<file path="src/source/rv32i_pkg.sv">
package rv32i_pkg;

    // ************************************************************************
    // Basic types
    // ************************************************************************

    typedef logic [31:0] word_t;

    typedef enum logic [6:0] {
        op_lui   = 7'b0110111,
        op_auipc = 7'b0010111,
        op_jal   = 7'b1101111,
        op_jalr  = 7'b1100111,
        op_br    = 7'b1100011,
        op_load  = 7'b0000011,
        op_store = 7'b0100011,
        op_imm   = 7'b0010011,
        op_reg   = 7'b0110011
    } opcode_t;

    // ************************************************************************
    // Function codes, one view per instruction class
    // ************************************************************************

    typedef enum logic [2:0] {
        add  = 3'b000,
        sll  = 3'b001,
        slt  = 3'b010,
        sltu = 3'b011,
        axor = 3'b100,
        sr   = 3'b101,
        aor  = 3'b110,
        aand = 3'b111
    } arith_funct3_t;

    typedef enum logic [2:0] {
        beq  = 3'b000,
        bne  = 3'b001,
        blt  = 3'b100,
        bge  = 3'b101,
        bltu = 3'b110,
        bgeu = 3'b111
    } branch_funct3_t;

    typedef enum logic [2:0] {
        lb  = 3'b000,
        lh  = 3'b001,
        lw  = 3'b010,
        lbu = 3'b100,
        lhu = 3'b101
    } load_funct3_t;

    typedef enum logic [2:0] {
        sb = 3'b000,
        sh = 3'b001,
        sw = 3'b010
    } store_funct3_t;

    // Same three bits, meaning depends on the opcode
    typedef union packed {
        arith_funct3_t  arith;
        branch_funct3_t branch;
        load_funct3_t   load;
        store_funct3_t  store;
    } funct3_u;

    typedef struct packed {
        logic       valid;
        opcode_t    opcode;
        funct3_u    funct3;
        logic       funct7_5;
        logic [4:0] rd;
        logic       use_imm;
    } ctrl_word_t;

    typedef enum logic [1:0] {
        pc_plus4        = 2'b00,
        alu_target      = 2'b01,
        alu_target_even = 2'b10
    } pc_sel_t;

endpackage

</file>
<file path="src/source/ex_mem_if.sv">
interface ex_mem_if;

    rv32i_pkg::ctrl_word_t ctrl;
    rv32i_pkg::word_t      alu;
    rv32i_pkg::word_t      link;
    rv32i_pkg::word_t      rs2;
    logic [3:0]            byte_en;
    logic                  read;
    logic                  write;
    rv32i_pkg::pc_sel_t    pc_sel;

    // Driven by the EX/MEM register and its decode
    modport stage (
        output ctrl, alu, link, rs2, byte_en, read, write, pc_sel
    );

    // Seen by the memory access block
    modport mem (
        input ctrl, alu, link, rs2, byte_en, read, write, pc_sel
    );

endinterface

</file>
<file path="src/source/ex_mem_stage.sv">
module ex_mem_stage (
    input  logic                  clk,
    input  logic                  rst,
    input  rv32i_pkg::ctrl_word_t ctrl_in,
    input  rv32i_pkg::word_t      alu_in,
    input  rv32i_pkg::word_t      link_in,
    input  rv32i_pkg::word_t      rs2_in,
    input  logic                  br_en_in,
    ex_mem_if.stage               mem
);

    rv32i_pkg::ctrl_word_t ctrl_q;
    rv32i_pkg::word_t      alu_q;
    rv32i_pkg::word_t      link_q;
    rv32i_pkg::word_t      rs2_q;
    logic                  br_en_q;
    logic                  is_load;
    logic                  is_store;
    logic                  is_byte;
    logic                  is_half;

    // ************************************************************************
    // Stage register
    // ************************************************************************

    always_ff @(posedge clk) begin
        if (rst) begin
            ctrl_q  <= '0;
            alu_q   <= '0;
            link_q  <= '0;
            rs2_q   <= '0;
            br_en_q <= 1'b0;
        end else begin
            ctrl_q  <= ctrl_in;
            alu_q   <= alu_in;
            link_q  <= link_in;
            rs2_q   <= rs2_in;
            br_en_q <= br_en_in;
        end
    end

    assign mem.ctrl = ctrl_q;
    assign mem.alu  = alu_q;
    assign mem.link = link_q;
    assign mem.rs2  = rs2_q;

    // ************************************************************************
    // Memory and next-PC decode
    // ************************************************************************

    assign is_load  = ctrl_q.opcode == rv32i_pkg::op_load;
    assign is_store = ctrl_q.opcode == rv32i_pkg::op_store;

    assign mem.read  = ctrl_q.valid && is_load;
    assign mem.write = ctrl_q.valid && is_store;

    // Access size from the load or store view
    always_comb begin
        is_byte = 1'b0;
        is_half = 1'b0;
        if (is_load) begin
            case (ctrl_q.funct3.load)
                rv32i_pkg::lb, rv32i_pkg::lbu: is_byte = 1'b1;
                rv32i_pkg::lh, rv32i_pkg::lhu: is_half = 1'b1;
                default: ;
            endcase
        end else if (is_store) begin
            case (ctrl_q.funct3.store)
                rv32i_pkg::sb: is_byte = 1'b1;
                rv32i_pkg::sh: is_half = 1'b1;
                default: ;
            endcase
        end
    end

    always_comb begin
        mem.byte_en = 4'b1111;
        if (is_byte) begin
            mem.byte_en = 4'b0001 << alu_q[1:0];
        end else if (is_half) begin
            case (alu_q[1:0])
                2'b01:   mem.byte_en = 4'b0110;
                2'b10:   mem.byte_en = 4'b1100;
                default: mem.byte_en = 4'b0011;  // offset 3 wraps to lanes 0 and 1
            endcase
        end
    end

    always_comb begin
        mem.pc_sel = rv32i_pkg::pc_plus4;
        if (ctrl_q.valid) begin
            case (ctrl_q.opcode)
                rv32i_pkg::op_br:   if (br_en_q) mem.pc_sel = rv32i_pkg::alu_target;
                rv32i_pkg::op_jal:  mem.pc_sel = rv32i_pkg::alu_target;
                rv32i_pkg::op_jalr: mem.pc_sel = rv32i_pkg::alu_target_even;
                default: ;
            endcase
        end
    end

endmodule

</file>
<file path="src/flat_wrapper.sv">
// flat-port wrapper written by rule: the top's interface ports become plain ports
module ex_mem_stage_flat 
  (clk, rst, ctrl_in, alu_in, link_in, rs2_in, br_en_in, mem_ctrl, mem_alu, mem_link, mem_rs2, mem_byte_en, mem_read, mem_write, mem_pc_sel);
  ex_mem_if mem_i ();
  input  logic clk;
  input  logic rst;
  input  rv32i_pkg::ctrl_word_t ctrl_in;
  input  rv32i_pkg::word_t alu_in;
  input  rv32i_pkg::word_t link_in;
  input  rv32i_pkg::word_t rs2_in;
  input  logic br_en_in;
  output wire logic [$bits(mem_i.ctrl)-1:0] mem_ctrl;
  output wire logic [$bits(mem_i.alu)-1:0] mem_alu;
  output wire logic [$bits(mem_i.link)-1:0] mem_link;
  output wire logic [$bits(mem_i.rs2)-1:0] mem_rs2;
  output wire logic [$bits(mem_i.byte_en)-1:0] mem_byte_en;
  output wire logic [$bits(mem_i.read)-1:0] mem_read;
  output wire logic [$bits(mem_i.write)-1:0] mem_write;
  output wire logic [$bits(mem_i.pc_sel)-1:0] mem_pc_sel;
  assign mem_ctrl = mem_i.ctrl;
  assign mem_alu = mem_i.alu;
  assign mem_link = mem_i.link;
  assign mem_rs2 = mem_i.rs2;
  assign mem_byte_en = mem_i.byte_en;
  assign mem_read = mem_i.read;
  assign mem_write = mem_i.write;
  assign mem_pc_sel = mem_i.pc_sel;
  ex_mem_stage u_core (.clk(clk), .rst(rst), .ctrl_in(ctrl_in), .alu_in(alu_in), .link_in(link_in), .rs2_in(rs2_in), .br_en_in(br_en_in), .mem(mem_i));
endmodule
</file>
<file path="config.mk">
export PLATFORM = sky130hd
export DESIGN_NAME = ex_mem_stage_flat
export DESIGN_NICKNAME = d
export VERILOG_FILES = /design/src/source/rv32i_pkg.sv /design/src/source/ex_mem_if.sv /design/src/source/ex_mem_stage.sv /design/src/flat_wrapper.sv
export SDC_FILE = /design/constraint.sdc
export NUM_CORES = 1
export LEC_CHECK = 0
export BUFFER_PORTS_ARGS = -buffer_cell sky130_fd_sc_hd__buf_4
export CORE_AREA = 2 2 94 96
export CTS_BUF_LIST = sky130_fd_sc_hd__clkbuf_8 sky130_fd_sc_hd__clkbuf_16
export DETAILED_ROUTE_END_ITERATION = 8
export DIE_AREA = 0 0 96 98
export GPL_TIMING_DRIVEN = 1
export PLACE_DENSITY = 0.85
export SLEW_MARGIN = 20
export SYNTH_ARGS = -nofsm -noshare
export SYNTH_HDL_FRONTEND = slang
export SYNTH_SLANG_ARGS = --single-unit
</file>
<file path="constraint.sdc">
create_clock -name clk -period 2.6 [get_ports clk]
set_input_delay 0.52 -clock clk [delete_from_list [all_inputs] [get_ports clk]]
set_output_delay 0.52 -clock clk [all_outputs]
set_load 0.05 [all_outputs]
</file>
After elaboration in Yosys (flattened, before gate mapping):

Index checks and enable logic that the tools add are counted.

* muxes and demuxes: 14
* shifts and indexed selects: 1
* reductions and logical operators: 5
* equality and inequality tests: 10

Operator list (number)
* $eq 7x7->1 const B: 3
* $mux 1: 9
* $mux 4: 2
* $pmux 4 s2: 1
* $eq 7x2->1 const B: 1
* $eq 7x6->1 const B: 1
* $eq 3x3->1 const B: 2
* $pmux 2 s3: 1
* $reduce_or 2->1: 2
* $shl 1x2->4 const A: 1
* $eq 3x1->1 const B: 1
* $logic_not 3->1: 1
* $eq 2x1->1 const B: 1
* $eq 2x2->1 const B: 1
* $logic_and 1x1->1: 2
* $mux 2: 1

* logic and storage cells: 40
* bits in registers: 115

Depth between registers and ports, before layout:

* depth in word-level cells: 6
* gate-level depth with buffers: 5
* mapped depth without buffers: 5

Worst setup path before layout:

No wires, ideal clock.

* path kind: flip-flop to output port
* start point: reg u_core.ctrl_q, in the netlist u_core.mem.ctrl[10]
* end point: out mem_pc_sel[1]
* arrival time: 2.164 ns
* slack: -0.084 ns
* data required time: 2.080 ns
* cell stages (with the launch flop): 4
* cells stage by stage: dfxtp_1 -> and3b_1 -> nand4_1 -> nor3b_1

* cells in the longest elaborated chain, start to end: 3

Ends and longest elaborated chain
* start, declared: RTL line ex_mem_stage.sv:12 `rv32i_pkg::ctrl_word_t ctrl_q;`
* start signal, assigned: RTL line ex_mem_stage.sv:34 `ctrl_q <= ctrl_in;`
* $eq 7x7->1: RTL line ex_mem_stage.sv:92 `case (ctrl_q.opcode)`
* $pmux 2 s3 *: RTL line ex_mem_stage.sv:92
* $mux 2 *: RTL line ex_mem_stage.sv:91 `if (ctrl_q.valid) begin`
* end, declared: RTL line flat_wrapper.sv:19 `output wire logic [$bits(mem_i.pc_sel)-1:0] mem_pc_sel;`

Mark *: on every way between the ends. The rest lies on a longest branch, timed or not.

Final worst setup path:

* start point: reg u_core.alu_q[0] (netlist: u_core.mem.alu[0])
* end point: out mem_byte_en[0]

* cells in the longest elaborated chain, start to end: 4

Ends and longest elaborated chain
* start, declared: RTL line ex_mem_stage.sv:13 `rv32i_pkg::word_t alu_q;`
* start signal, assigned: RTL line ex_mem_stage.sv:35 `alu_q <= alu_in;`
* $eq 2x2->1 / $eq 2x1->1 (equally long branches): RTL line ex_mem_stage.sv:81 `case (alu_q[1:0])`
* $pmux 4 s2: RTL line ex_mem_stage.sv:81
* $mux 4: RTL line ex_mem_stage.sv:80 `end else if (is_half) begin`
* $mux 4 *: RTL line ex_mem_stage.sv:78 `if (is_byte) begin`
* end, declared: RTL line flat_wrapper.sv:16 `output wire logic [$bits(mem_i.byte_en)-1:0] mem_byte_en;`

Marks and branches as above.

==> impl_results.md <==
- Initial Util: 38.81%
- Power Dens Cells: 833.9 nW/µm²
- Syn_nets: 392
- Die height: 98 µm
- CP max stage cell: dfxtp_1
- Nets: 638
- N_diodes: 0
- Total number of vias: 2688
- Worst path required time: 2.08 ns
- Final period utilization: 86.37%
- IO buf count: 238
- Postcts setup bufs: 0
- CTS max path bufs: 2
- CP Class: reg -> out
- Slew at the pin closest to its max-slew limit: 0.6654 ns
- Synthesized netlist cell count: 270
- DRC violations left: 0
- Non-Filler Instances: 636
- CTS Hold Bufs: 0
- Post-synthesis sequential area ratio: 70.07%
- Layout cells sized above 1: 51.33%
- Area grow syn2layout: 74.60%
- Post-DP Area: 5170 µm²
- Cell family with most CP delay: flip-flops
- Routed length per instance: 14.14 µm
- GPL Wtd Cong: 0.7681
- Routed vias/inst: 4.226
- Setup_tns: 0 ns
- Antenna violations before repair: 0
- Post-CTS Resized: 0
- Status: finished clean
- DR iter-0 viols: 70
- Clk root buf: clkbuf_8
- Worst Setup Start Kind: flip-flop
- Final Cell Area: 5737 µm²
- Yosys warnings: 0
- Max stage delay on crit path: 0.38 ns
- Die span in x: 96 µm
- Area of the mapped netlist: 3286 µm²
- Fin. max-slew vios: 0
- Core area: 8466 µm²
- Leak Pwr: 2.768 nW
- RSZ-0062 raised after global routing: no
- Worst-case vdd ir drop: 0.5602 mV
- Fmax achieved: 0.4453 GHz
- Die area: 9408 µm²
- Final hold violations: 0
- Hold WS: 0.2417 ns
- Largest net degree at the start of global routing: 69
- Global-route wire length before repair: 13.34 mm
- Total gr overflow: 0
- Hold Path Sink: u_core.mem.alu[16]
- # setup viols final: 0
- Hold path startpoint: alu_in[16]
- Crit path max fanout: 4
- Layout fillers: 653
- Number of H-tree levels: 4
- Cell variety after synth: 18
- Placed Instances: 605
- Post-Route WL: 8.993 mm
- Worst path cell trace: inv_1 > ha_1 > nand2_1 > o21ai_0 > nand3_1 > buf_4
- Sink Count: 115
- Critical Path End Type: primary output
- Number of cell rows: 34
- Number of synthesized register bits: 115
- Final Util: 67.77%
- TritonCTS Buffers: 17
- DRT Pass-1 Iters: 4
- Number of global-route vias before repair: 2819
- Post-route ant nets: 0
- Worst hold path depth: 2
- Avg Synthesized Cell Area: 12.17 µm²
- Arrival time worst endpoint: 1.73 ns
- GRT Util Overall: 18.94%
- Clock slew at reported path FFs: 0.06 ns
- Worst hold path type: in -> reg
- Slew margin rel.: 55.64%
- WP buf/inv: 2
- Final min period: 2.246 ns
- IO Count: 239
- CTS tree: built
- Max_cap viols: 0
## kinds of logic (layout without fill, tap and decap cells)
family	Yosys count	after routing	synth area share, %
AO/OA/AOI/OAI	4	4	0.7234
adder cells (fa/ha/maj)	5	5	1.904
buffers and inverters	16	274	2.361
flip-flops	115	115	70.07
multiplexers	2	2	0.6093
AND/OR/NAND/NOR	128	128	24.33
## stage by stage
| stage | power, mW | worst slack [ns] |
|---|---|---|
| after global routing | 4.957 | 0.2423 |
| after detailed placement | 2.662 | 0.8627 |
| after CTS | 4.835 | 0.3367 |
| final | 4.784 | 0.3545 |
| after floorplan | 2.355 | 0.2808 |
| after global placement | 2.644 | 0.9200 |
## layout make-up
cell class	instances	area [µm²]	area share, %
Clock buffer	20	455.4	7.939
Clock inverter	11	111.4	1.941
Inverter	4	15.01	0.2617
Multi-Input combinational cell	139	910.9	15.88
Sequential cell	115	2302	40.13
Tap cell	108	135.1	2.356
Timing Repair Buffer	239	1807	31.49
## cell usage after synthesis (all sizes together)
master	instances	area [µm²]
ha	5	62.56
nand2	3	11.26
and3	1	6.260
a21oi	2	10.01
nand4	1	6.260
nor2	1	3.750
mux2i	2	20.02
o21ai	1	5.000
nor2b	115	719.4
inv	4	15.01
nand3	3	15.01
and3b	3	30.03
dfxtp	115	2302
o2111ai	1	8.760
nor3b	1	7.510
buf	12	62.56
## layer usage
metal | vias up | GRT usage [%] | routed length (µm)
met5 | - | 0 | 0
li1 | 1320 | - | -
met1 | 1234 | 17.54 | 2971
met2 | 118 | 34.78 | 5103
met3 | 16 | 7.562 | 719
met4 | 0 | 9.451 | 199
## state kept, by name (all words and copies together) (netlist names)
register / cells
u_core.mem.ctrl: 18
u_core.mem.link: 32
u_core.mem.rs2: 32
u_core.br_en_q: 1
u_core.mem.alu: 32
## power by group
group          total [mW]  internal, mW  switching [mW]
clock network        2.16          1.42           0.743
registers            1.89          1.86          0.0339
logic               0.727         0.278           0.449
## placed cells by master, fill, tap and decap left out
master	Yosys	routed
buf_4	1	238
nor2b_1	115	115
dfxtp_1	115	115
clkbuf_16	0	16
inv_1	4	5
ha_1	5	5
clkinv_2	0	5
clkbuf_8	0	4
nand2_1	3	3
nand3_1	3	3
clkinvlp_4	0	3
and3b_1	2	2
a21oi_1	2	2
mux2i_1	2	2
bufinv_16	0	2
nor2_1	1	1
nand4_1	1	1
and3b_4	1	1
o2111ai_1	1	1
o21ai_0	1	1
and3_1	1	1
nor3b_2	0	1
buf_12	0	1
## worst max path at each step
stage                     slack [ns]                start             end  cells past startpoint
after global placement          0.92    u_core.mem.alu[0]  mem_byte_en[0]                      6
after detailed placement        0.86    u_core.mem.alu[0]  mem_byte_en[0]                      6
after floorplan                 0.28  u_core.mem.ctrl[10]   mem_pc_sel[0]                      3
final                           0.35    u_core.mem.alu[0]  mem_byte_en[0]                      6
after CTS                       0.34    u_core.mem.alu[0]  mem_byte_en[0]                      6
after global routing            0.24    u_core.mem.alu[0]  mem_byte_en[0]                      6
Power figures use the tool's default switching activity.
