[config.mk]
export PLATFORM = sky130hd
export DESIGN_NAME = mem_access_flat
export DESIGN_NICKNAME = d
export VERILOG_FILES = /design/src/source/rv32i_pkg.sv /design/src/source/ex_mem_if.sv /design/src/source/mem_access.sv /design/src/flat_wrapper.sv
export SDC_FILE = /design/constraint.sdc
export NUM_CORES = 1
export LEC_CHECK = 0
export BUFFER_PORTS_ARGS = -buffer_cell sky130_fd_sc_hd__buf_2
export CAP_MARGIN = 0
export CELL_PAD_IN_SITES_DETAIL_PLACEMENT = 0
export CELL_PAD_IN_SITES_GLOBAL_PLACEMENT = 1
export CORE_MARGIN = 5
export CORE_UTILIZATION = 24
export DETAILED_ROUTE_END_ITERATION = 8
export GPL_TIMING_DRIVEN = 0
export PLACE_DENSITY = 0.88
export SLEW_MARGIN = 10
export SYNTH_ARGS = -nofsm -noshare
export SYNTH_HDL_FRONTEND = slang
export SYNTH_SLANG_ARGS = --single-unit
export TNS_END_PERCENT = 30
[constraint.sdc]
create_clock -name vclk -period 4.91
set_clock_uncertainty 0.15 [all_clocks]
set_input_delay 0.491 -clock vclk [all_inputs]
set_output_delay 0.491 -clock vclk [all_outputs]
set_load 0.05 [all_outputs]
[src/source/rv32i_pkg.sv]
package rv32i_pkg;

    // ************************************************************************
    // Basic types
    // ************************************************************************

    typedef logic [31:0] word_t;

    typedef enum logic [6:0] {
        op_lui   = 7'b0110111,
        op_auipc = 7'b0010111,
        op_jal   = 7'b1101111,
        op_jalr  = 7'b1100111,
        op_br    = 7'b1100011,
        op_load  = 7'b0000011,
        op_store = 7'b0100011,
        op_imm   = 7'b0010011,
        op_reg   = 7'b0110011
    } opcode_t;

    // ************************************************************************
    // Function codes, one view per instruction class
    // ************************************************************************

    typedef enum logic [2:0] {
        add  = 3'b000,
        sll  = 3'b001,
        slt  = 3'b010,
        sltu = 3'b011,
        axor = 3'b100,
        sr   = 3'b101,
        aor  = 3'b110,
        aand = 3'b111
    } arith_funct3_t;

    typedef enum logic [2:0] {
        beq  = 3'b000,
        bne  = 3'b001,
        blt  = 3'b100,
        bge  = 3'b101,
        bltu = 3'b110,
        bgeu = 3'b111
    } branch_funct3_t;

    typedef enum logic [2:0] {
        lb  = 3'b000,
        lh  = 3'b001,
        lw  = 3'b010,
        lbu = 3'b100,
        lhu = 3'b101
    } load_funct3_t;

    typedef enum logic [2:0] {
        sb = 3'b000,
        sh = 3'b001,
        sw = 3'b010
    } store_funct3_t;

    // Same three bits, meaning depends on the opcode
    typedef union packed {
        arith_funct3_t  arith;
        branch_funct3_t branch;
        load_funct3_t   load;
        store_funct3_t  store;
    } funct3_u;

    typedef struct packed {
        logic       valid;
        opcode_t    opcode;
        funct3_u    funct3;
        logic       funct7_5;
        logic [4:0] rd;
        logic       use_imm;
    } ctrl_word_t;

    typedef enum logic [1:0] {
        pc_plus4        = 2'b00,
        alu_target      = 2'b01,
        alu_target_even = 2'b10
    } pc_sel_t;

endpackage

[src/source/ex_mem_if.sv]
interface ex_mem_if;

    rv32i_pkg::ctrl_word_t ctrl;
    rv32i_pkg::word_t      alu;
    rv32i_pkg::word_t      link;
    rv32i_pkg::word_t      rs2;
    logic [3:0]            byte_en;
    logic                  read;
    logic                  write;
    rv32i_pkg::pc_sel_t    pc_sel;

    // Driven by the EX/MEM register and its decode
    modport stage (
        output ctrl, alu, link, rs2, byte_en, read, write, pc_sel
    );

    // Seen by the memory access block
    modport mem (
        input ctrl, alu, link, rs2, byte_en, read, write, pc_sel
    );

endinterface

[src/source/mem_access.sv]
module mem_access (
    ex_mem_if.mem            mem,
    input  rv32i_pkg::word_t ram_rdata,
    output logic [29:0]      ram_addr,
    output logic [3:0]       ram_be,
    output rv32i_pkg::word_t ram_wdata,
    output logic             out_valid,
    output logic             out_we,
    output logic [4:0]       out_rd,
    output rv32i_pkg::word_t out_data,
    output logic             redirect,
    output rv32i_pkg::word_t redirect_pc
);

    logic [7:0]       lane_byte;
    logic [15:0]      lane_half;
    rv32i_pkg::word_t load_val;
    logic             is_jump;

    assign ram_addr = mem.alu[31:2];
    assign ram_be   = mem.write ? mem.byte_en : 4'b0000;

    // Store data copied onto every lane, byte enables pick the target
    always_comb begin
        case (mem.ctrl.funct3.store)
            rv32i_pkg::sb: ram_wdata = {4{mem.rs2[7:0]}};
            rv32i_pkg::sh: begin
                // Offset 1 straddles lanes 1 and 2
                if (mem.alu[1:0] == 2'b01)
                    ram_wdata = {8'b0, mem.rs2[15:0], 8'b0};
                else
                    ram_wdata = {2{mem.rs2[15:0]}};
            end
            default:       ram_wdata = mem.rs2;
        endcase
    end

    // Lane selection for sub-word loads
    always_comb begin
        case (mem.alu[1:0])
            2'b00: begin
                lane_byte = ram_rdata[7:0];
                lane_half = ram_rdata[15:0];
            end
            2'b01: begin
                lane_byte = ram_rdata[15:8];
                lane_half = ram_rdata[23:8];
            end
            2'b10: begin
                lane_byte = ram_rdata[23:16];
                lane_half = ram_rdata[31:16];
            end
            default: begin
                lane_byte = ram_rdata[31:24];
                lane_half = ram_rdata[15:0];
            end
        endcase
        case (mem.ctrl.funct3.load)
            rv32i_pkg::lb:  load_val = {{24{lane_byte[7]}}, lane_byte};
            rv32i_pkg::lbu: load_val = {24'b0, lane_byte};
            rv32i_pkg::lh:  load_val = {{16{lane_half[15]}}, lane_half};
            rv32i_pkg::lhu: load_val = {16'b0, lane_half};
            default:        load_val = ram_rdata;
        endcase
    end

    assign is_jump = mem.ctrl.opcode == rv32i_pkg::op_jal ||
                     mem.ctrl.opcode == rv32i_pkg::op_jalr;

    assign out_data = mem.read ? load_val : (is_jump ? mem.link : mem.alu);

    assign out_valid = mem.ctrl.valid;
    assign out_rd    = mem.ctrl.rd;
    assign out_we    = mem.ctrl.valid && (mem.ctrl.rd != 5'd0) &&
                       mem.ctrl.opcode != rv32i_pkg::op_store &&
                       mem.ctrl.opcode != rv32i_pkg::op_br;

    assign redirect    = mem.pc_sel != rv32i_pkg::pc_plus4;
    assign redirect_pc = (mem.pc_sel == rv32i_pkg::alu_target_even) ?
                         {mem.alu[31:1], 1'b0} : mem.alu;

endmodule

[src/flat_wrapper.sv]
// flat-port wrapper written by rule: the top's interface ports become plain ports
module mem_access_flat 
  (ram_rdata, ram_addr, ram_be, ram_wdata, out_valid, out_we, out_rd, out_data, redirect, redirect_pc, mem_ctrl, mem_alu, mem_link, mem_rs2, mem_byte_en, mem_read, mem_write, mem_pc_sel);
  ex_mem_if mem_i ();
  input  rv32i_pkg::word_t ram_rdata;
  output logic [29:0] ram_addr;
  output logic [3:0] ram_be;
  output rv32i_pkg::word_t ram_wdata;
  output logic out_valid;
  output logic out_we;
  output logic [4:0] out_rd;
  output rv32i_pkg::word_t out_data;
  output logic redirect;
  output rv32i_pkg::word_t redirect_pc;
  input wire logic [$bits(mem_i.ctrl)-1:0] mem_ctrl;
  input wire logic [$bits(mem_i.alu)-1:0] mem_alu;
  input wire logic [$bits(mem_i.link)-1:0] mem_link;
  input wire logic [$bits(mem_i.rs2)-1:0] mem_rs2;
  input wire logic [$bits(mem_i.byte_en)-1:0] mem_byte_en;
  input wire logic [$bits(mem_i.read)-1:0] mem_read;
  input wire logic [$bits(mem_i.write)-1:0] mem_write;
  input wire logic [$bits(mem_i.pc_sel)-1:0] mem_pc_sel;
  assign mem_i.ctrl = mem_ctrl;
  assign mem_i.alu = mem_alu;
  assign mem_i.link = mem_link;
  assign mem_i.rs2 = mem_rs2;
  assign mem_i.byte_en = mem_byte_en;
  assign mem_i.read = mem_read;
  assign mem_i.write = mem_write;
  assign mem_i.pc_sel = mem_pc_sel;
  mem_access u_core (.mem(mem_i), .ram_rdata(ram_rdata), .ram_addr(ram_addr), .ram_be(ram_be), .ram_wdata(ram_wdata), .out_valid(out_valid), .out_we(out_we), .out_rd(out_rd), .out_data(out_data), .redirect(redirect), .redirect_pc(redirect_pc));
endmodule
Yosys cells after proc, flatten, opt, wreduce, memory -nomap -nowiden. Cells that the tools add are included. Widths: inputs -> output; s select.

Multiplexer cells: 9. Equal/unequal tests: 10. Reduce and logical (&&, ||, !) cells: 8.

Operators with widths (number): $pmux 32 s4 (1); $mux 32 (3); $pmux 32 s2 (1); $pmux 16 s2 (1); $pmux 8 s3 (1); $eq 7x7->1 const B (2); $ne 7x6->1 const B (1); $ne 7x7->1 const B (1); $eq 3x3->1 const B (2); $reduce_bool 5->1 (1); $eq 2x2->1 const B (2); $mux 4 (1); $eq 3x1->1 const B (1); $logic_and 1x1->1 (3); $logic_not 3->1 (1); $eq 2x1->1 const B (1); $logic_not 2->1 (1); $reduce_bool 2->1 (1); $logic_or 1x1->1 (1); $mux 1 (1).

Logic and storage cells: 27. Flip-flop bits (word level): 0.

Longest topological paths before layout. Gate-level depths: netlist (run 1).

Depth in word-level cells: 4. Gate-level depth with buffers: 8. Mapped depth without buffers: 6.

Worst setup path after synthesis (run 1). No wires, ideal clock.

Kind: input to output. Start point: input port mem_alu[0]. End point: output port out_data[16]. Stages: 7. Arrival: 2403 ps. Path slack: 1866 ps. Buffers on the path: 1. Required time: 4269 ps. Cells stage by stage: inv_1 ha_1 buf_4 a21oi_2 a221oi_4 a22o_4 a2bb2oi_1.

Word-level cells in the longest chain between the ends: 4.

RTL lines: start: declaration (RTL line flat_wrapper.sv:16) `input wire logic [$bits(mem_i.alu)-1:0] mem_alu;`; $eq 2x2->1 (tied with other cells) (RTL line mem_access.sv:40) `case (mem.alu[1:0])`; $pmux 8 s3 or $pmux 16 s2 (tied branches) (RTL line mem_access.sv:40); $pmux 32 s4 (*) (RTL line mem_access.sv:58) `case (mem.ctrl.funct3.load)`; $mux 32 (*) (RTL line mem_access.sv:70) `assign out_data = mem.read ? load_val : (is_jump ? mem.link : mem.alu);`; end: declaration (RTL line flat_wrapper.sv:12) `output rv32i_pkg::word_t out_data;`.

Mark *: on every way between the ends. The rest lies on a longest branch, timed or not.

Final worst setup path (run 1).
Start point: input port mem_alu[0]. End point: output port out_data[23].

The elaborated chain is that of the path after synthesis.

==> results of run 1 <==
[area by class of cell]
class | count | area [um2]
inverter | 24 | 90.09
multi-input combinational | 266 | 1933
timing repair buffer | 289 | 1446
fill | 1212 | 6641
tap | 140 | 175.2
buffer | 102 | 694.4
antenna | 1 | 2.502
[power by group]
group | switching (W) | internal [W] | total (W)
logic | 0.000475 | 0.000211 | 0.000686
registers | 0 | 0 | 0
clock network | 0 | 0.0000000000272 | 0.0000000000272
total | 0.000475 | 0.000211 | 0.000686
[kinds of logic after synthesis]
group	Yosys count	share of synthesized area
compound gates	143	0.3946
buf+inv	126	0.2887
simple gates	79	0.1473
mux	40	0.1510
fa+ha+maj	4	0.01842
[worst max-delay path: cells and delay by family]
kind,cells,cell delay (ns)
compound gates,4,1.00
buf+inv,5,0.83
fa+ha+maj,1,0.17
[cells in the mapped netlist (2+ instances only)]
cell type	number
nor3_1	8
inv_1	21
nor2b_1	8
clkbuf_1	17
a221oi_1	16
mux2i_1	32
a211oi_1	6
o21ai_1	8
o21ai_0	25
o22ai_1	16
a21oi_1	27
nor2_1	18
mux2_1	3
a21oi_2	2
ha_1	4
and2_1	4
nand2b_1	2
a22oi_1	15
a2bb2oi_1	6
a2bb2oi_2	10
a222oi_1	8
nand2_1	26
mux2_2	5
inv_2	2
nor3b_1	8
buf_2	8
buf_4	74
[layer usage]
layer | vias to the layer above | GRT usage
met5 | - | 0
met4 | 4 | 0.008507
met3 | 8 | 0.04922
met2 | 229 | 0.3902
met1 | 1852 | 0.2226
li1 | 1955 | -
[metrics by stage]
stage	cells	cell area (um2)	hold slack [ns]	setup WS (ns)	power, W
floorplan	392	2718	0.9991	1.866	0.0004865
global placement	821	4339	1.163	1.820	0.0006850
detailed placement	821	4339	1.171	1.798	0.0006878
CTS	821	4339	1.172	1.793	0.0006899
global route	822	4342	1.188	1.641	0.0007263
finish	822	4342	1.174	1.782	0.0006857
[path summary, 6_finish.rpt]
check             depth (start not counted)  slack (ns)              to     startpoint
hold / removal                            3        1.17  redirect_pc[0]  mem_pc_sel[1]
setup / recovery                         10        1.78    out_data[23]     mem_alu[0]
==> flow_metrics.env, run 1 <==
export IMPL_final_nets=841
export IMPL_crit_path_top_delay_cell="a221oi_4"
export IMPL_core_um2=10980
export IMPL_worstMarginPinSlew_ns=0.6700
export IMPL_layout_common_cells="buf_2, buf_4, mux2i_1, a21oi_1, nand2_1"
export IMPL_first_iter_violations=257
export IMPL_top_layer="met5"
export IMPL_finalCriticalPeriod_ns=3.128
export IMPL_syn_nets=550
export IMPL_postRouteAntennaNets=0
export IMPL_yosys_area_top_type="buf_4"
export IMPL_die_w_um=116.4
export IMPL_final_common_cell="buf_2"
export IMPL_drive_above_1_share=0.5844
export IMPL_io_pins=292
export IMPL_vdd_drop_max_v=0.00007790
export IMPL_max_slew_margin_rel=0.5533
export IMPL_final_max_slew_viol_count=0
export IMPL_post_route_period_util=0.6371
export IMPL_path_class="primary input to output port"
export IMPL_grt_max_degree=11
export IMPL_grt_pass1_vias=4039
export IMPL_firstDrtPassIters=6
export IMPL_rows=38
export IMPL_power_density_nw_per_um2=157.9
export IMPL_seq_area_um2=0
export IMPL_grt_pass1_wl_um=21360
export IMPL_num_vias=4048
export IMPL_cp_common_cell="buf_2"
export IMPL_endpoint_kind="output port"
export IMPL_track_usage=0.1978
export IMPL_start_util=0.2474
export IMPL_die_area_um2=13550
export IMPL_status="complete, no violations"
export IMPL_fmax_mhz=319.7
export IMPL_drc_errors=0
export IMPL_worstPathArrival_ns=2.49
export IMPL_rsz0062_at_grt="false"
export IMPL_gr_total_overflow=0
export IMPL_hold_viol=0
export IMPL_postLayoutCoreUtil=0.3953
export IMPL_setup_tns_ns=0
export IMPL_setup_viol=0
export IMPL_met1Wirelength_um=5219
export IMPL_gp_congestion=0.8789
export IMPL_routed_via_density=4.925
export IMPL_path_cells="buf_2 > inv_1 > ha_1 > buf_4 > a22oi_4 > a221oi_4 > a22o_4 > buf_12 > a2bb2oi_2 > buf_2"
export IMPL_seq_cells=0
export IMPL_wl_met3_um=1726
export IMPL_cpPeakStageDelay_ns=0.50
export IMPL_cts_hold_buf=0
export IMPL_area_growth_syn_to_layout_pct=59.76
export IMPL_yosysWarnings=0
export IMPL_p_leak_nw=2.304
export IMPL_ys_types=40
export IMPL_clkbuf_count=0
export IMPL_yosysSeqAreaShare=0
export IMPL_hold_path_class="primary input to output port"
export IMPL_die_h_um=116.4
export IMPL_wl_per_cell_um=18.00
export IMPL_syn_area_um2=2718
export IMPL_antenna_found_initial=3
export IMPL_start_kind="primary input"
export IMPL_maxCapViolations=0
export IMPL_route_met2_wl_um=7778
export IMPL_path_max_fanout=10
export IMPL_cts_resized=0
export IMPL_crit_required_ns=4.27
export IMPL_cts_setup_buffers=0
export IMPL_synthCells=392
export IMPL_dpl_hpwl_um=13080
export IMPL_syn_area_per_cell_um2=6.933
export IMPL_io_buffers=289
export IMPL_yosysTopAreaCellShare=0.2044
export IMPL_routed_wl_um=14800
export IMPL_yosys_top_cells_area="buf_4, mux2i_1, a2bb2oi_2"
No activity file was read; power rests on OpenSTA's default activity.
==> inputs of run 2 (changes only) <==
--- a/config.mk
+++ b/config.mk
@@ -5,15 +5,16 @@
 export SDC_FILE = /design/constraint.sdc
 export NUM_CORES = 1
 export LEC_CHECK = 0
+export ABC_AREA = 1
 export BUFFER_PORTS_ARGS = -buffer_cell sky130_fd_sc_hd__buf_2
 export CAP_MARGIN = 0
 export CELL_PAD_IN_SITES_DETAIL_PLACEMENT = 0
 export CELL_PAD_IN_SITES_GLOBAL_PLACEMENT = 1
 export CORE_MARGIN = 5
-export CORE_UTILIZATION = 24
+export CORE_UTILIZATION = 19
 export DETAILED_ROUTE_END_ITERATION = 8
 export GPL_TIMING_DRIVEN = 0
-export PLACE_DENSITY = 0.88
+export PLACE_DENSITY = 0.78
 export SLEW_MARGIN = 10
 export SYNTH_ARGS = -nofsm -noshare
 export SYNTH_HDL_FRONTEND = slang
==> constraint.sdc (replaced) <==
create_clock -name vclk -period 2.6
set_clock_uncertainty 0.15 [all_clocks]
set_input_delay 0.26 -clock vclk [all_inputs]
set_output_delay 0.26 -clock vclk [all_outputs]
set_load 0.05 [all_outputs]
==> run 2 against run 1 <==
Effect of this change:
- cell area up 8.2%
- combinational power rose by 94%
- synthesized cell count up 57%
- worst setup slack lost 1.7 ns
- wire length increased by 7.1%
- die area increased by 35%
- power up 93%
- utilization is 8.7 points lower
- count of clock-buffer cells in the layout did not move
- largest cell class unchanged
==> flow_metrics.env, run 2 <==
export IMPL_status="complete, no violations"
export IMPL_drc_errors=0
export IMPL_path_cells="buf_2 > inv_1 > ha_1 > clkbuf_1 > a21oi_1 > nand2_1 > nand3_4 > buf_6 > nand3_1 > nand2_1 > inv_1 > clkbuf_4"
export IMPL_path_buf_inv=6
export IMPL_maxCapViolations=0
export IMPL_seq_area_um2=0
export IMPL_io_pins=292
export IMPL_yosysSeqAreaShare=0
export IMPL_hold_path_class="primary input to output port"
export IMPL_fin_ws_ns=0.1291
export IMPL_synth_most_common_cell="nand2_1"
export IMPL_grt_pass1_vias=4605
export IMPL_start_util=0.1949
export IMPL_synthCells=617
export IMPL_area_growth_syn_to_layout_pct=57.93
export IMPL_track_usage=0.1574
export IMPL_max_slew_margin_rel=0.6222
export IMPL_gr_total_overflow=0
export IMPL_seq_cells=0
export IMPL_path_class="primary input to output port"
export IMPL_yosysWarnings=0
export IMPL_firstDrtPassIters=4
export IMPL_pre_cts_ws_ns=-0.002628
export IMPL_fmax_mhz=404.7
export IMPL_final_max_slew_viol_count=0
export IMPL_crit_path_top_delay_cell="clkbuf_1"
export IMPL_yosysTopAreaCellShare=0.2676
export IMPL_path_max_fanout=10
export IMPL_die_w_um=135.1
export IMPL_first_iter_violations=249
export IMPL_routed_via_density=4.274
export IMPL_post_route_period_util=0.9503
export IMPL_core_um2=15260
export IMPL_p_leak_nw=2.987
export IMPL_grt_pass1_wl_um=23620
export IMPL_cpLargestDelayFamily="buffers and inverters"
export IMPL_worstMarginPinSlew_ns=0.5667
export IMPL_grt_max_degree=11
export IMPL_die_area_um2=18250
export IMPL_gp_congestion=0.8364
export IMPL_finalCriticalPeriod_ns=2.471
export IMPL_power_density_nw_per_um2=282.1
export IMPL_ys_types=26
export IMPL_endpoint_kind="output port"
export IMPL_drive_above_1_share=0.4283
export IMPL_setup_viol=0
export IMPL_io_buffers=289
export IMPL_synth_commonest_cells="nand2_1, nand3_1, buf_4, inv_1, nor2_1"
export IMPL_layout_common_cells="buf_2, nand2_1, nand3_1, buf_4, inv_1"
export IMPL_postLayoutCoreUtil=0.3078
export IMPL_multi_input_area_um2=2041
export IMPL_start_kind="primary input"
export IMPL_yosys_top_cells_area="nand2_1, buf_4, nand3_1"
export IMPL_final_common_cell="buf_2"
export IMPL_vdd_drop_max_v=0.0001059
export IMPL_worstPathArrival_ns=2.06
export IMPL_hold_viol=0
export IMPL_dpl_hpwl_um=13820
export IMPL_wl_per_cell_um=14.17
export IMPL_cpPeakStageDelay_ns=0.30
export IMPL_postRouteAntennaNets=0
export IMPL_num_vias=4778
export IMPL_clkbuf_count=0
export IMPL_cts_hold_buf=0
export IMPL_die_h_um=135.1
export IMPL_final_nets=1066
export IMPL_syn_nets=775
export IMPL_rows=45
export IMPL_rsz0062_at_grt="false"
export IMPL_antenna_found_initial=6
export IMPL_nFillCells=1818
export IMPL_yosys_area_top_type="nand2_1"
export IMPL_crit_required_ns=2.19
export IMPL_setup_tns_ns=0
export IMPL_syn_area_per_cell_um2=4.820
export IMPL_routed_wl_um=15840
export IMPL_syn_area_um2=2974
-- run 2: cells by family after synthesis --
| family | count (synthesis) | synth area share |
|---|---|---|
| AOI/OAI and AO/OA | 84 | 0.1485 |
| and+or+nand+nor | 364 | 0.5208 |
| buffers and inverters | 165 | 0.3138 |
| adders and majority gates | 4 | 0.01683 |
-- run 2: where the power goes --
| part | switching (W) | total [W] | internal (W) | leakage [nW] |
|---|---|---|---|---|
| combinational | 0.000944 | 0.00133 | 0.000381 | 2.99 |
| clock | 0 | 0.0000000000514 | 0.0000000000514 | 0.00000634 |
| sequential | 0 | 0 | 0 | 0 |
| total | 0.000944 | 0.00133 | 0.000381 | 2.99 |
-- run 2: stage by stage --
| step | instances | power (W) | hold slack, ns | area [um2] |
|---|---|---|---|---|
| floorplan | 617 | 0.0009386 | 0.5371 | 2974 |
| global placement | 1117 | 0.001328 | 0.7080 | 4684 |
| detailed placement | 1117 | 0.001329 | 0.7153 | 4684 |
| CTS | 1116 | 0.001333 | 0.7154 | 4681 |
| global route | 1118 | 0.001422 | 0.7230 | 4697 |
| finish | 1118 | 0.001325 | 0.7122 | 4697 |
-- run 2: path summary, 6_finish.rpt --
| check | endpoint | start | cells past startpoint | slack, ns |
|---|---|---|---|---|
| worst max-delay path | out_data[27] | mem_alu[0] | 12 | 0.13 |
| worst min-delay path | redirect_pc[0] | mem_pc_sel[1] | 3 | 0.71 |
-- run 2: cell type report --
cell class	count	area share
Multi-Input combinational cell	452	0.4345
Antenna cell	1	0.0005328
Inverter	62	0.05088
Tap cell	211	0.05621
Timing Repair Buffer	290	0.3101
Buffer	102	0.1478
-- run 2: repair_timing --
item / in CTS / in global routing
buffers inserted: 0 / 1
gates resized for setup: 0 / 2
gates cloned: 0 / 0
hold endpoints to repair: 0 / 0
endpoints found under the setup margin: 1 / 1
-- run 2: routing by layer --
metal  GRT usage  up-vias  routed length (um)
li1            -     2472                   -
met1      0.1850     2036                6192
met2      0.3048      239                7835
met3     0.03167       21                1592
met4     0.01064       10                 161
met5           0        -                  60
-- run 2: worst min-delay path, stage by stage --
cell and delay (ns):
buf_2 0.08, a21oi_1 0.05, buf_2 0.20
